`src/design/apf_io_pkg.sv`:
```
// --------------------
// shared definitions for the host bridge handoff block
// address map, widths, reset values and restart hold time
// referenced by scoped name from every rtl file
// --------------------

package apf_io_pkg;

	// host bridge word types
	typedef logic [31:0] addr_t;
	typedef logic [31:0] data_t;

	// top address byte of the option registers and the mask read-back
	localparam logic [7:0] CFG_SPACE  = 8'hF0;
	localparam logic [7:0] MASK_SPACE = 8'hF1;

	// rom region prefixes, compared against the top bits of the address
	localparam logic [8:0]  P2_REGION = 9'h020;
	localparam logic [12:0] M_REGION  = 13'h021F;
	localparam logic [11:0] S_REGION  = 12'h10C;
	localparam logic [7:0]  V1_REGION = 8'h20;

	// mask widths per region
	localparam int P2_MASK_W = 23;
	localparam int M_MASK_W  = 19;
	localparam int S_MASK_W  = 19;
	localparam int V1_MASK_W = 24;

	// option register offsets in the 0xF0 space
	localparam logic [15:0] OFS_CORE_RESET  = 16'h0100;
	localparam logic [15:0] OFS_DIPSW       = 16'h0104;
	localparam logic [15:0] OFS_SYSTEM_TYPE = 16'h0108;
	localparam logic [15:0] OFS_MEMCARD     = 16'h010C;
	localparam logic [15:0] OFS_OVERCLOCK   = 16'h0110;
	localparam logic [15:0] OFS_VIDEO_MODE  = 16'h0200;
	localparam logic [15:0] OFS_SCREEN_X    = 16'h0204;
	localparam logic [15:0] OFS_SCREEN_Y    = 16'h0208;
	localparam logic [15:0] OFS_VIDEO_RATIO = 16'h020C;
	localparam logic [15:0] OFS_CH_ENABLE   = 16'h0300;
	localparam logic [15:0] OFS_SND_ENABLE  = 16'h0304;
	localparam logic [15:0] OFS_PCHIP_MAIN  = 16'h0404;
	localparam logic [15:0] OFS_PCHIP_SUB   = 16'h0408;

	// mask read-back offsets in the 0xF1 space
	localparam logic [15:0] MOFS_P2 = 16'h0000;
	localparam logic [15:0] MOFS_M  = 16'h0004;
	localparam logic [15:0] MOFS_S  = 16'h0008;
	localparam logic [15:0] MOFS_V1 = 16'h000C;

	// option reset values
	localparam logic [7:0] DIPSW_RST       = 8'hFF;
	localparam logic       SYSTEM_TYPE_RST = 1'b1;
	localparam logic [5:0] CH_ENABLE_RST   = 6'h3F;
	localparam logic [3:0] SND_ENABLE_RST  = 4'hF;

	// cycles the core is held after a restart trigger
	localparam int RESTART_HOLD = 1024;

endpackage

```
`src/design/apf_cfg_regs.sv`:
```
// --------------------
// option registers written from the 0xF0 host bridge space
// also encodes the chip mode and raises the restart request
// read word is picked by offset, the space is checked upstream
// --------------------

`timescale 1ns/10ps

module apf_cfg_regs (
	input  logic                clk_74a,
	input  logic                reset_l_main,
	input  logic                bridge_wr,
	input  apf_io_pkg::addr_t   bridge_addr,
	input  apf_io_pkg::data_t   bridge_wr_data,
	output logic [7:0]          dipsw,
	output logic                system_type,
	output logic [1:0]          memory_card_enable,
	output logic                cpu_overclock,
	output logic                video_mode,
	output logic [2:0]          video_ratio,
	output apf_io_pkg::data_t   screen_x_pos,
	output apf_io_pkg::data_t   screen_y_pos,
	output logic [5:0]          ch_enable,
	output logic [3:0]          snd_enable,
	output logic [3:0]          cart_pchip,
	output logic                restart_req,
	output apf_io_pkg::data_t   cfg_rd_data
);

	logic        wr_cfg;
	logic [15:0] ofs;
	logic        pchip_main;
	logic [2:0]  pchip_sub;
	logic        restart_hit;

	assign wr_cfg = bridge_wr && (bridge_addr[31:24] == apf_io_pkg::CFG_SPACE);
	assign ofs    = bridge_addr[15:0];

	// core reset needs bit 0, system type and overclock restart on any write
	assign restart_hit = wr_cfg &&
		(((ofs == apf_io_pkg::OFS_CORE_RESET) && bridge_wr_data[0]) ||
		(ofs == apf_io_pkg::OFS_SYSTEM_TYPE) ||
		(ofs == apf_io_pkg::OFS_OVERCLOCK));

	always_ff @(posedge clk_74a or negedge reset_l_main) begin
		if (!reset_l_main) begin
			dipsw              <= apf_io_pkg::DIPSW_RST;
			system_type        <= apf_io_pkg::SYSTEM_TYPE_RST;
			memory_card_enable <= 2'b00;
			cpu_overclock      <= 1'b0;
			video_mode         <= 1'b0;
			video_ratio        <= 3'd0;
			screen_x_pos       <= '0;
			screen_y_pos       <= '0;
			ch_enable          <= apf_io_pkg::CH_ENABLE_RST;
			snd_enable         <= apf_io_pkg::SND_ENABLE_RST;
			pchip_main         <= 1'b0;
			pchip_sub          <= 3'd0;
			restart_req        <= 1'b0;
		end else begin
			restart_req <= restart_hit;
			if (wr_cfg) begin
				case (ofs)
					apf_io_pkg::OFS_DIPSW:       dipsw <= bridge_wr_data[7:0];
					apf_io_pkg::OFS_SYSTEM_TYPE: system_type <= bridge_wr_data[0];
					apf_io_pkg::OFS_MEMCARD:     memory_card_enable <= bridge_wr_data[1:0];
					apf_io_pkg::OFS_OVERCLOCK:   cpu_overclock <= bridge_wr_data[0];
					apf_io_pkg::OFS_VIDEO_MODE:  video_mode <= bridge_wr_data[0];
					apf_io_pkg::OFS_SCREEN_X:    screen_x_pos <= bridge_wr_data;
					apf_io_pkg::OFS_SCREEN_Y:    screen_y_pos <= bridge_wr_data;
					apf_io_pkg::OFS_VIDEO_RATIO: video_ratio <= bridge_wr_data[2:0];
					apf_io_pkg::OFS_CH_ENABLE:   ch_enable <= bridge_wr_data[5:0];
					apf_io_pkg::OFS_SND_ENABLE:  snd_enable <= bridge_wr_data[3:0];
					apf_io_pkg::OFS_PCHIP_MAIN:  pchip_main <= bridge_wr_data[0];
					apf_io_pkg::OFS_PCHIP_SUB:   pchip_sub <= bridge_wr_data[2:0];
					default: ;
				endcase
			end
		end
	end

	// main chip wins, sub modes 1..5 sit at 3..7
	always_ff @(posedge clk_74a or negedge reset_l_main) begin
		if (!reset_l_main) begin
			cart_pchip <= 4'd0;
		end else if (pchip_main) begin
			cart_pchip <= 4'd2;
		end else begin
			case (pchip_sub)
				3'd1, 3'd2, 3'd3, 3'd4, 3'd5: cart_pchip <= {1'b0, pchip_sub} + 4'd2;
				default: cart_pchip <= 4'd0;
			endcase
		end
	end

	// core reset is a strobe and reads as zero
	always_comb begin
		case (ofs)
			apf_io_pkg::OFS_DIPSW:       cfg_rd_data = apf_io_pkg::data_t'(dipsw);
			apf_io_pkg::OFS_SYSTEM_TYPE: cfg_rd_data = apf_io_pkg::data_t'(system_type);
			apf_io_pkg::OFS_MEMCARD:     cfg_rd_data = apf_io_pkg::data_t'(memory_card_enable);
			apf_io_pkg::OFS_OVERCLOCK:   cfg_rd_data = apf_io_pkg::data_t'(cpu_overclock);
			apf_io_pkg::OFS_VIDEO_MODE:  cfg_rd_data = apf_io_pkg::data_t'(video_mode);
			apf_io_pkg::OFS_SCREEN_X:    cfg_rd_data = screen_x_pos;
			apf_io_pkg::OFS_SCREEN_Y:    cfg_rd_data = screen_y_pos;
			apf_io_pkg::OFS_VIDEO_RATIO: cfg_rd_data = apf_io_pkg::data_t'(video_ratio);
			apf_io_pkg::OFS_CH_ENABLE:   cfg_rd_data = apf_io_pkg::data_t'(ch_enable);
			apf_io_pkg::OFS_SND_ENABLE:  cfg_rd_data = apf_io_pkg::data_t'(snd_enable);
			apf_io_pkg::OFS_PCHIP_MAIN:  cfg_rd_data = apf_io_pkg::data_t'(pchip_main);
			apf_io_pkg::OFS_PCHIP_SUB:   cfg_rd_data = apf_io_pkg::data_t'(pchip_sub);
			default:                     cfg_rd_data = '0;
		endcase
	end

endmodule

```
`src/design/rom_region_mask.sv`:
```
// --------------------
// address mask for one rom region
// the highest set offset bit is smeared down to bit 0
// --------------------

`timescale 1ns/10ps

module rom_region_mask #(
	parameter int MASK_W = 19
) (
	input  logic              clk_74a,
	input  logic              reset_l_main,
	input  logic              hit,
	input  logic [MASK_W-1:0] offset,
	output logic [MASK_W-1:0] mask
);

	logic [MASK_W-1:0] smear;

	// running or from the top bit downward
	always_comb begin
		smear[MASK_W-1] = offset[MASK_W-1];
		for (int i = MASK_W - 2; i >= 0; i--) begin
			smear[i] = smear[i+1] | offset[i];
		end
	end

	always_ff @(posedge clk_74a or negedge reset_l_main) begin
		if (!reset_l_main) begin
			mask <= '0;
		end else if (hit) begin
			mask <= smear;
		end
	end

endmodule

```
`src/design/rom_mask_track.sv`:
```
// --------------------
// watches host bridge writes into the rom regions
// keeps one size mask per region, p2, m, s and v1
// --------------------

`timescale 1ns/10ps

module rom_mask_track (
	input  logic                             clk_74a,
	input  logic                             reset_l_main,
	input  logic                             bridge_wr,
	input  apf_io_pkg::addr_t                bridge_addr,
	output logic [apf_io_pkg::P2_MASK_W-1:0] p2_rom_mask,
	output logic [apf_io_pkg::M_MASK_W-1:0]  m_rom_mask,
	output logic [apf_io_pkg::S_MASK_W-1:0]  s_rom_mask,
	output logic [apf_io_pkg::V1_MASK_W-1:0] v1_rom_mask
);

	logic p2_hit;
	logic m_hit;
	logic s_hit;
	logic v1_hit;

	// prefix compares use the width of each region constant
	assign m_hit  = bridge_wr &&
		(bridge_addr[31 -: $bits(apf_io_pkg::M_REGION)] == apf_io_pkg::M_REGION);
	assign s_hit  = bridge_wr &&
		(bridge_addr[31 -: $bits(apf_io_pkg::S_REGION)] == apf_io_pkg::S_REGION);
	assign v1_hit = bridge_wr &&
		(bridge_addr[31 -: $bits(apf_io_pkg::V1_REGION)] == apf_io_pkg::V1_REGION);

	// p2 last, m and s never double as p2
	assign p2_hit = bridge_wr && !m_hit && !s_hit &&
		(bridge_addr[31 -: $bits(apf_io_pkg::P2_REGION)] == apf_io_pkg::P2_REGION);

	rom_region_mask #(.MASK_W(apf_io_pkg::P2_MASK_W)) i_p2_mask (
		.clk_74a      (clk_74a),
		.reset_l_main (reset_l_main),
		.hit          (p2_hit),
		.offset       (bridge_addr[apf_io_pkg::P2_MASK_W-1:0]),
		.mask         (p2_rom_mask)
	);

	rom_region_mask #(.MASK_W(apf_io_pkg::M_MASK_W)) i_m_mask (
		.clk_74a      (clk_74a),
		.reset_l_main (reset_l_main),
		.hit          (m_hit),
		.offset       (bridge_addr[apf_io_pkg::M_MASK_W-1:0]),
		.mask         (m_rom_mask)
	);

	rom_region_mask #(.MASK_W(apf_io_pkg::S_MASK_W)) i_s_mask (
		.clk_74a      (clk_74a),
		.reset_l_main (reset_l_main),
		.hit          (s_hit),
		.offset       (bridge_addr[apf_io_pkg::S_MASK_W-1:0]),
		.mask         (s_rom_mask)
	);

	rom_region_mask #(.MASK_W(apf_io_pkg::V1_MASK_W)) i_v1_mask (
		.clk_74a      (clk_74a),
		.reset_l_main (reset_l_main),
		.hit          (v1_hit),
		.offset       (bridge_addr[apf_io_pkg::V1_MASK_W-1:0]),
		.mask         (v1_rom_mask)
	);

endmodule

```
`src/design/core_status.sv`:
```
// --------------------
// registered read word for the host bridge
// restart hold counter that gates start_system
// --------------------

`timescale 1ns/10ps

module core_status (
	input  logic                             clk_74a,
	input  logic                             reset_l_main,
	input  logic                             bridge_rd,
	input  apf_io_pkg::addr_t                bridge_addr,
	input  apf_io_pkg::data_t                cfg_rd_data,
	input  logic [apf_io_pkg::P2_MASK_W-1:0] p2_rom_mask,
	input  logic [apf_io_pkg::M_MASK_W-1:0]  m_rom_mask,
	input  logic [apf_io_pkg::S_MASK_W-1:0]  s_rom_mask,
	input  logic [apf_io_pkg::V1_MASK_W-1:0] v1_rom_mask,
	input  logic                             restart_req,
	input  logic                             dataslot_allcomplete,
	input  logic                             core_run,
	output apf_io_pkg::data_t                bridge_rd_data,
	output logic                             start_system
);

	typedef logic [$clog2(apf_io_pkg::RESTART_HOLD + 1)-1:0] hold_cnt_t;

	apf_io_pkg::data_t mask_rd_data;
	apf_io_pkg::data_t rd_word;
	hold_cnt_t         hold_cnt;

	always_comb begin
		case (bridge_addr[15:0])
			apf_io_pkg::MOFS_P2: mask_rd_data = apf_io_pkg::data_t'(p2_rom_mask);
			apf_io_pkg::MOFS_M:  mask_rd_data = apf_io_pkg::data_t'(m_rom_mask);
			apf_io_pkg::MOFS_S:  mask_rd_data = apf_io_pkg::data_t'(s_rom_mask);
			apf_io_pkg::MOFS_V1: mask_rd_data = apf_io_pkg::data_t'(v1_rom_mask);
			default:             mask_rd_data = '0;
		endcase
	end

	// anything outside the two spaces reads zero
	always_comb begin
		case (bridge_addr[31:24])
			apf_io_pkg::CFG_SPACE:  rd_word = cfg_rd_data;
			apf_io_pkg::MASK_SPACE: rd_word = mask_rd_data;
			default:                rd_word = '0;
		endcase
	end

	// held until the next read strobe
	always_ff @(posedge clk_74a or negedge reset_l_main) begin
		if (!reset_l_main) begin
			bridge_rd_data <= '0;
		end else if (bridge_rd) begin
			bridge_rd_data <= rd_word;
		end
	end

	always_ff @(posedge clk_74a or negedge reset_l_main) begin
		if (!reset_l_main) begin
			hold_cnt     <= '0;
			start_system <= 1'b0;
		end else begin
			if (restart_req) begin
				hold_cnt <= hold_cnt_t'(apf_io_pkg::RESTART_HOLD);
			end else if (hold_cnt != '0) begin
				hold_cnt <= hold_cnt - 1'b1;
			end
			// drops straight away on a request, counter still shows the old value
			start_system <= !restart_req && (hold_cnt == '0) &&
				dataslot_allcomplete && core_run;
		end
	end

endmodule

```
`src/design/apf_io.sv`:
```
// --------------------
// host bridge handoff top, configuration side only
// option registers, rom masks, read word and core start
// --------------------

`timescale 1ns/10ps

module apf_io (
	input  logic                             clk_74a,
	input  logic                             reset_l_main,
	input  logic                             bridge_wr,
	input  logic                             bridge_rd,
	input  apf_io_pkg::addr_t                bridge_addr,
	input  apf_io_pkg::data_t                bridge_wr_data,
	output apf_io_pkg::data_t                bridge_rd_data,
	input  logic                             dataslot_allcomplete,
	input  logic                             core_run,
	output logic                             start_system,
	output logic [7:0]                       dipsw,
	output logic                             system_type,
	output logic [1:0]                       memory_card_enable,
	output logic                             cpu_overclock,
	output logic                             video_mode,
	output logic [2:0]                       video_ratio,
	output apf_io_pkg::data_t                screen_x_pos,
	output apf_io_pkg::data_t                screen_y_pos,
	output logic [5:0]                       ch_enable,
	output logic [3:0]                       snd_enable,
	output logic [3:0]                       cart_pchip,
	output logic [apf_io_pkg::P2_MASK_W-1:0] p2_rom_mask,
	output logic [apf_io_pkg::M_MASK_W-1:0]  m_rom_mask,
	output logic [apf_io_pkg::S_MASK_W-1:0]  s_rom_mask,
	output logic [apf_io_pkg::V1_MASK_W-1:0] v1_rom_mask
);

	apf_io_pkg::data_t cfg_rd_data;
	logic              restart_req;

	apf_cfg_regs i_cfg_regs (
		.clk_74a            (clk_74a),
		.reset_l_main       (reset_l_main),
		.bridge_wr          (bridge_wr),
		.bridge_addr        (bridge_addr),
		.bridge_wr_data     (bridge_wr_data),
		.dipsw              (dipsw),
		.system_type        (system_type),
		.memory_card_enable (memory_card_enable),
		.cpu_overclock      (cpu_overclock),
		.video_mode         (video_mode),
		.video_ratio        (video_ratio),
		.screen_x_pos       (screen_x_pos),
		.screen_y_pos       (screen_y_pos),
		.ch_enable          (ch_enable),
		.snd_enable         (snd_enable),
		.cart_pchip         (cart_pchip),
		.restart_req        (restart_req),
		.cfg_rd_data        (cfg_rd_data)
	);

	// masks go out and back into the read path
	rom_mask_track i_mask_track (
		.clk_74a      (clk_74a),
		.reset_l_main (reset_l_main),
		.bridge_wr    (bridge_wr),
		.bridge_addr  (bridge_addr),
		.p2_rom_mask  (p2_rom_mask),
		.m_rom_mask   (m_rom_mask),
		.s_rom_mask   (s_rom_mask),
		.v1_rom_mask  (v1_rom_mask)
	);

	core_status i_core_status (
		.clk_74a              (clk_74a),
		.reset_l_main         (reset_l_main),
		.bridge_rd            (bridge_rd),
		.bridge_addr          (bridge_addr),
		.cfg_rd_data          (cfg_rd_data),
		.p2_rom_mask          (p2_rom_mask),
		.m_rom_mask           (m_rom_mask),
		.s_rom_mask           (s_rom_mask),
		.v1_rom_mask          (v1_rom_mask),
		.restart_req          (restart_req),
		.dataslot_allcomplete (dataslot_allcomplete),
		.core_run             (core_run),
		.bridge_rd_data       (bridge_rd_data),
		.start_system         (start_system)
	);

endmodule

```
`config.mk`:
```
export PLATFORM = sky130hd
export DESIGN_NAME = apf_io
export DESIGN_NICKNAME = d
export VERILOG_FILES = /design/src/design/apf_io_pkg.sv /design/src/design/apf_cfg_regs.sv /design/src/design/rom_region_mask.sv /design/src/design/rom_mask_track.sv /design/src/design/core_status.sv /design/src/design/apf_io.sv
export SDC_FILE = /design/constraint.sdc
export NUM_CORES = 1
export LEC_CHECK = 0
export ABC_CLOCK_PERIOD_IN_PS = 2100
export BUFFER_PORTS_ARGS = -buffer_cell sky130_fd_sc_hd__buf_2
export CAP_MARGIN = 20
export CORE_MARGIN = 4
export CORE_UTILIZATION = 53
export CTS_BUF_LIST = sky130_fd_sc_hd__clkbuf_8 sky130_fd_sc_hd__clkbuf_16
export DETAILED_ROUTE_END_ITERATION = 10
export PLACE_DENSITY = 0.81
export REMOVE_ABC_BUFFERS = 1
export SKIP_LAST_GASP = 1
export SYNTH_ARGS = -nofsm -noshare
export SYNTH_HDL_FRONTEND = slang
export SYNTH_SLANG_ARGS = --single-unit
```
`constraint.sdc`:
```
create_clock -name clk_74a -period 2.1 [get_ports clk_74a]
set_input_delay 0.21 -clock clk_74a [delete_from_list [all_inputs] [get_ports clk_74a]]
set_output_delay 0.21 -clock clk_74a [all_outputs]
set_load 0.03 [all_outputs]
```
Word-level counts from Yosys, hierarchy flattened --
Cells that the tools add are included.
Word-level totals: register bits 228, input bits 70, output and inout bits 212, word-level logic and storage cells 154
Cells by class: $add $sub $neg 2, eq/ne operators 27, mux-type cells 7, bitwise operators 63, reduce and logical (&&, ||, !) cells 34
Operator list (count):
- $pmux W32 S12 | 1
- $eq A16 B10 Y1 const B | 6
- $pmux W24 S4 | 1
- $eq A16 B9 Y1 const B | 5
- $pmux W32 S2 | 1
- $or A1 B1 Y1 | 63
- $eq A16 B11 Y1 const B | 2
- $eq A16 B4 Y1 const B | 2
- $reduce_and A2 Y1 | 12
- $mux W11 | 2
- $eq A16 B3 Y1 const B | 1
- $eq A8 B8 Y1 const B | 2
- $logic_not A16 Y1 | 1
- $eq A13 B10 Y1 const B | 1
- $eq A12 B9 Y1 const B | 1
- $logic_and A1 B1 Y1 | 12
- $logic_not A11 Y1 | 1
- $reduce_bool A11 Y1 | 1
- $sub A11 B1 Y11 const B | 1
- $eq A9 B6 Y1 const B | 1
- $eq A8 B6 Y1 const B | 1
- $mux W4 | 2
- $eq A3 B2 Y1 const B | 2
- $eq A3 B3 Y1 const B | 2
- 6 further kinds | 9

Logic depth before layout (Yosys ltp) --
word-level depth 23, depth in mapped cells 9, mapped depth without buffers 8

Hierarchy --
A second synthesis with hierarchy kept.
Unflattened totals: cells, all modules 958, area total of the unflattened synthesis 11170.7 um^2
By module, submodules not included:
- apf_cfg_regs | times used 1, cells each 341, area an instance 4693.3 um^2, seq. area each 2501.1 um^2
- core_status | times used 1, cells each 259, area an instance 2765.2 um^2, seq. area each 1101.1 um^2
- rom_region_mask at i_mask_track.i_m_mask ... | times used 2, cells each 82, area an instance 795.8 um^2, seq. area each 475.5 um^2
- rom_region_mask at i_mask_track.i_v1_mask | times used 1, cells each 96, area an instance 1042.2 um^2, seq. area each 600.6 um^2
- rom_region_mask at i_mask_track.i_p2_mask | times used 1, cells each 87, area an instance 967.2 um^2, seq. area each 575.6 um^2
- rom_mask_track | times used 1, cells each 11, area an instance 111.4 um^2, seq. area each 0.0 um^2

Least setup slack after synthesis --
No wires, ideal clock.
path type input port to flip-flop, from input bridge_addr[7], to register i_cfg_regs.screen_y_pos[11], library setup time 125 ps, arrival 2038 ps, required time 1975 ps, setup slack -63 ps, cell stages on the path 9, buffers on the path 4, cell sequence buf_2 -> nor4_4 -> and4_4 -> and3_1 -> buf_4 -> and2_1 -> buf_6 -> buf_12 -> mux2_2
On the way: longest elaborated chain between the ends 2
Ends and longest elaborated chain:
- start: declaration | line apf_io.sv:13 | input apf_io_pkg::addr_t bridge_addr,
- $eq A16 B10 Y1 | line apf_cfg_regs.sv:63 | case (ofs)
- $reduce_and A2 Y1 (no source line)
- end signal: assignment | line apf_cfg_regs.sv:70 | apf_io_pkg::OFS_SCREEN_Y: screen_y_pos <= bridge_wr_data;
- end: declaration | line apf_cfg_regs.sv:22 | output apf_io_pkg::data_t screen_y_pos,
Every way passes these cells. A chain may end at the register's enable or synchronous reset.

Worst setup path after layout --
from input bridge_addr[24], to register i_cfg_regs.ch_enable[3]
On the way: longest elaborated chain between the ends 3
Ends and longest elaborated chain:
- $eq A8 B8 Y1 | line apf_cfg_regs.sv:36 | assign wr_cfg = bridge_wr && (bridge_addr[31:24] == apf_io_pkg::CFG_SPACE);
- $logic_and A1 B1 Y1 | line apf_cfg_regs.sv:36
- $reduce_and A2 Y1 (no source line)
- end signal: assignment | line apf_cfg_regs.sv:55 | ch_enable <= apf_io_pkg::CH_ENABLE_RST;
- end signal: assignment | line apf_cfg_regs.sv:72 | apf_io_pkg::OFS_CH_ENABLE: ch_enable <= bridge_wr_data[5:0];
- end: declaration | line apf_cfg_regs.sv:23 | output logic [5:0] ch_enable,
Every way passes these cells.

==> impl_metrics.xml <==
<?xml version="1.0" encoding="UTF-8"?>
<metrics>
  <group name="floorplan">
    <metric name="top_level_ports" unit="">282</metric>
    <metric name="design.die.area" unit="mm²">0.02166</metric>
    <metric name="die_width" unit="µm">147.2</metric>
    <metric name="floorplan.rows" unit="">50</metric>
    <metric name="start_util" unit="%">54.32</metric>
    <metric name="floorplan_core_area" unit="mm²">0.01889</metric>
    <metric name="chipHeight" unit="µm">147.2</metric>
  </group>
  <group name="outcome">
    <metric name="outcome" unit="">finished, final reports clean</metric>
  </group>
  <group name="final_layout">
    <metric name="layout-drive-gt1-share" unit="%">41.08</metric>
    <metric name="flow.area_growth_from_synthesis" unit="%">33.11</metric>
    <metric name="fin_nets" unit="">1366</metric>
    <metric name="multi_input_comb_area" unit="mm²">0.004233</metric>
    <metric name="layout.cells.most_common_list" unit="">280 x sky130_fd_sc_hd__buf_2, 209 x sky130_fd_sc_hd__dfrtp_1, 117 x sky130_fd_sc_hd__nor2_1</metric>
    <metric name="sequential_cell_area" unit="mm²">0.005729</metric>
    <metric name="layoutNonFillerInstCount" unit="">1574</metric>
    <metric name="fill_cells" unit="">1322</metric>
    <metric name="final_common_cell" unit="">sky130_fd_sc_hd__buf_2</metric>
  </group>
  <group name="sta">
    <metric name="max_slew.worst_pin.slew" unit="ns">0.6525</metric>
    <metric name="drv_slew" unit="">0</metric>
    <metric name="fin_worst_skew" unit="ns">0.01052</metric>
    <metric name="layout_worst_path_cycle_share" unit="%">91.62</metric>
    <metric name="fin_tns_setup" unit="ns">0</metric>
    <metric name="maxSlewHeadroom" unit="%">56.04</metric>
    <metric name="finalWorstPathRequiredPeriod" unit="ns">1.924</metric>
    <metric name="setup-violations-final" unit="">0</metric>
    <metric name="grt_setup_unrepaired" unit="">no</metric>
    <metric name="maxClockFrequency" unit="GHz">0.5197</metric>
    <metric name="fin_hold_ws" unit="ns">0.02402</metric>
    <metric name="final-hold-violation-count" unit="">0</metric>
  </group>
  <group name="pwr">
    <metric name="power_density" unit="mW/mm²">742.8</metric>
    <metric name="share_seq_of_total_power" unit="%">46.7</metric>
    <metric name="combinationalPowerShare" unit="%">10.9</metric>
    <metric name="p_sw" unit="mW">2.637</metric>
    <metric name="clock_power_share" unit="%">42.4</metric>
    <metric name="vdd_ir_max" unit="mV">0.6715</metric>
    <metric name="netSwitchingFraction" unit="%">25.99</metric>
    <metric name="p_leak" unit="nW">6.930</metric>
    <metric name="p_int" unit="mW">7.510</metric>
  </group>
  <group name="detailed_routing">
    <metric name="number_of_violations_reported_at_the_end_of_detailed_routing_iteration_0" unit="">947</metric>
    <metric name="routed_via_count" unit="">9550</metric>
    <metric name="drtAntennaViolNets" unit="">0</metric>
    <metric name="postRouteWirelength" unit="mm">35.32</metric>
    <metric name="detail_route.drc_violations" unit="">0</metric>
    <metric name="vias_per_cell" unit="">6.067</metric>
    <metric name="firstDrtPassIters" unit="">6</metric>
    <metric name="avgRoutedWirePerCell" unit="µm">22.44</metric>
  </group>
  <group name="synth">
    <metric name="unique_masters_post_synth" unit="">64</metric>
    <metric name="synth_edf_count" unit="">0</metric>
    <metric name="synth_ff_type" unit="">sky130_fd_sc_hd__dfrtp_1</metric>
    <metric name="syn_avg_cell_area" unit="µm²">11.10</metric>
    <metric name="synthesis.area" unit="mm²">0.01026</metric>
    <metric name="synth-async-reset-ratio" unit="%">100.0</metric>
    <metric name="yosysWarnings" unit="">0</metric>
    <metric name="postSynthRegisterBits" unit="">228</metric>
    <metric name="post_synthesis_cell_count" unit="">925</metric>
    <metric name="share_of_synthesized_area_occupied_by_flip_flops_and_latches" unit="%">55.82</metric>
  </group>
  <group name="clock_tree">
    <metric name="post_cts_resize_count" unit="">0</metric>
    <metric name="maximum_buffer_depth_of_the_clock_tree" unit="">3</metric>
    <metric name="clk_pin_slew_worst_paths" unit="ns">0.06</metric>
    <metric name="cts_max_level" unit="">1</metric>
    <metric name="tritoncts" unit="">built</metric>
    <metric name="cts.root.buffer_cell" unit="">sky130_fd_sc_hd__clkbuf_16</metric>
    <metric name="cts_made_buffers" unit="">25</metric>
    <metric name="clock_sinks" unit="">228</metric>
    <metric name="worstSkewPairLatency" unit="ns">0.52</metric>
    <metric name="cts.repair_timing.setup_buffer_count" unit="">0</metric>
  </group>
  <group name="global_route">
    <metric name="vias_in_the_first_global_route" unit="">9670</metric>
    <metric name="global_route_wire_length_before_repair" unit="mm">54.81</metric>
    <metric name="antenna_found_initial" unit="">2</metric>
    <metric name="track_usage" unit="%">31.69</metric>
    <metric name="grt_max_degree" unit="">76</metric>
    <metric name="gr-total-overflow" unit="">0</metric>
  </group>
  <group name="placement">
    <metric name="dp_hpwl" unit="mm">24.94</metric>
    <metric name="place_congestion" unit="">0.9685</metric>
    <metric name="number_of_buffer_cells_added_on_primary_ports" unit="">281</metric>
    <metric name="post-place-cells" unit="">1495</metric>
  </group>
  <group name="run">
    <metric name="maxCapViolCount" unit="">0</metric>
  </group>
  <group name="setup_path">
    <metric name="timing.critical_path.required" unit="ns">2.54</metric>
    <metric name="reg2regPathDepth" unit="">6</metric>
    <metric name="crit_path_end_kind" unit="">flop</metric>
    <metric name="critical_path_fanout_max" unit="">6</metric>
    <metric name="critPathArrivalTime" unit="ns">2.36</metric>
    <metric name="setup.worst_path.start_class" unit="">input port</metric>
    <metric name="path_class" unit="">input port to flop</metric>
  </group>
  <group name="min_path">
    <metric name="worstHoldPathCells" unit="">2</metric>
    <metric name="hold_path_class" unit="">input port to flop</metric>
  </group>
</metrics>
## final timing paths
check                                                 start                          endpoint  slack (ns)
max in group asynchronous                      reset_l_main           i_cfg_regs.ch_enable[5]        1.07
min reg2reg                i_core_status.bridge_rd_data[26]  i_core_status.bridge_rd_data[26]        0.48
max                                         bridge_addr[24]           i_cfg_regs.ch_enable[3]        0.18
min                                       bridge_wr_data[3]          i_cfg_regs.snd_enable[3]        0.02
max reg2reg                             i_cfg_regs.dipsw[0]   i_core_status.bridge_rd_data[0]        0.28
min in group asynchronous                      reset_l_main       i_cfg_regs.screen_x_pos[31]        0.28
## cells in the mapped netlist, types with 4 or more instances
cell                          n  area share (%)
sky130_fd_sc_hd__buf_2       17            0.83
sky130_fd_sc_hd__nor4b_1      4            0.34
sky130_fd_sc_hd__a22o_1       7            0.60
sky130_fd_sc_hd__nor4_1       8            0.49
sky130_fd_sc_hd__a221o_1      5            0.49
sky130_fd_sc_hd__a31oi_1     28             1.7
sky130_fd_sc_hd__o21ai_0     69             3.4
sky130_fd_sc_hd__mux2_1       7            0.77
sky130_fd_sc_hd__o2bb2ai_1    8            0.68
sky130_fd_sc_hd__mux2i_1      7            0.68
sky130_fd_sc_hd__a22oi_1     47             3.4
sky130_fd_sc_hd__a21oi_1     46             2.2
sky130_fd_sc_hd__mux2_2      93              10
sky130_fd_sc_hd__nor2_1     117             4.3
sky130_fd_sc_hd__nand3_1     16            0.78
sky130_fd_sc_hd__nor2b_1      8            0.49
sky130_fd_sc_hd__nor3_1      21             1.0
sky130_fd_sc_hd__dfrtp_1    209              51
sky130_fd_sc_hd__nor3_2       4            0.39
sky130_fd_sc_hd__and3_1       8            0.49
sky130_fd_sc_hd__a221oi_1    15             1.3
sky130_fd_sc_hd__dfstp_2     19             4.9
sky130_fd_sc_hd__and4_1       5            0.43
sky130_fd_sc_hd__nand4_1      9            0.55
sky130_fd_sc_hd__nand2b_1     6            0.37
sky130_fd_sc_hd__and2_1       7            0.43
sky130_fd_sc_hd__clkbuf_1    35             1.3
sky130_fd_sc_hd__nand2_1     41             1.5
sky130_fd_sc_hd__inv_1        6            0.22
## worst max-delay path, cell delays in order
cell and delay [ns]:
sky130_fd_sc_hd__buf_2 0.11, sky130_fd_sc_hd__nor4_1 0.52, sky130_fd_sc_hd__buf_4 0.23, sky130_fd_sc_hd__nand3_1 0.25, sky130_fd_sc_hd__buf_4 0.25, sky130_fd_sc_hd__nor3_1 0.22, sky130_fd_sc_hd__buf_4 0.21, sky130_fd_sc_hd__mux2_2 0.36
## repair_timing
| item | in CTS | in global routing |
|---|---|---|
| hold buffers | 32 | 0 |
| endpoints found under the hold margin | 131 | 0 |
| setup endpoints to repair | 0 | 0 |
## metal layers
layer / wire (µm) / track usage [%] / part of all wire, %
met5: 0 / 0 / 0
met4: 1793 / 13.61 / 5.1
met3: 3381 / 6.076 / 9.6
met2: 16430 / 50.46 / 47
met1: 13710 / 42.80 / 39
## registers in the layout (all words and copies together), names as in the netlist, 4 cells and up
name                          cells
i_cfg_regs.screen_x_pos          32
i_cfg_regs.screen_y_pos          32
i_core_status.bridge_rd_data     32
i_mask_track.i_v1_mask.mask      24
i_mask_track.i_p2_mask.mask      23
i_mask_track.i_m_mask.mask       19
i_mask_track.i_s_mask.mask       19
i_core_status.hold_cnt           11
i_cfg_regs.dipsw                  8
i_cfg_regs.ch_enable              6
i_cfg_regs.cart_pchip             4
i_cfg_regs.snd_enable             4
## final cells by class
class                      count  share of cell area [%]
antenna                        2                 0.03663
timing repair buffer         402                   18.52
clock inverter                13                  0.6686
tap                          260                   2.381
clock buffer                  32                   5.284
multi-input combinational    630                   30.98
sequential                   228                   41.94
inverter                       7                  0.1923
## power by group through the flow
stage | Sequential, mW | Clock [mW] | Combinational (mW)
after detailed placement | 4.81 | 0 | 1.04
final | 4.74 | 4.30 | 1.10
after global routing | 4.76 | 4.53 | 1.20
after global placement | 4.80 | 0 | 1.01
after floorplan | 4.94 | 0 | 0.381
after CTS | 4.73 | 4.34 | 1.09
## metrics by stage
step                area [µm²]  util, %  worst slack (ns)  total power, mW
floorplan                 9957        -            -2.523            5.318
global placement         12520    66.28           -0.3250            5.814
detailed placement       12520    66.28           -0.3120            5.846
CTS                      13660    72.28            0.1928            10.17
global route             13660    72.31           0.02797            10.49
finish                   13660    72.31            0.1759            10.15
## kinds of logic after synthesis
family	Yosys count	synth area share [%]
AO/OA/AOI/OAI	247	15.64
XOR/XNOR	4	0.3414
adder cells (fa/ha/maj)	2	0.2438
buffers and inverters	67	3.243
flip-flops	228	55.82
multiplexers	107	11.65
AND/OR/NAND/NOR	270	13.06
Note: power is estimated with default switching activity, not from simulation.
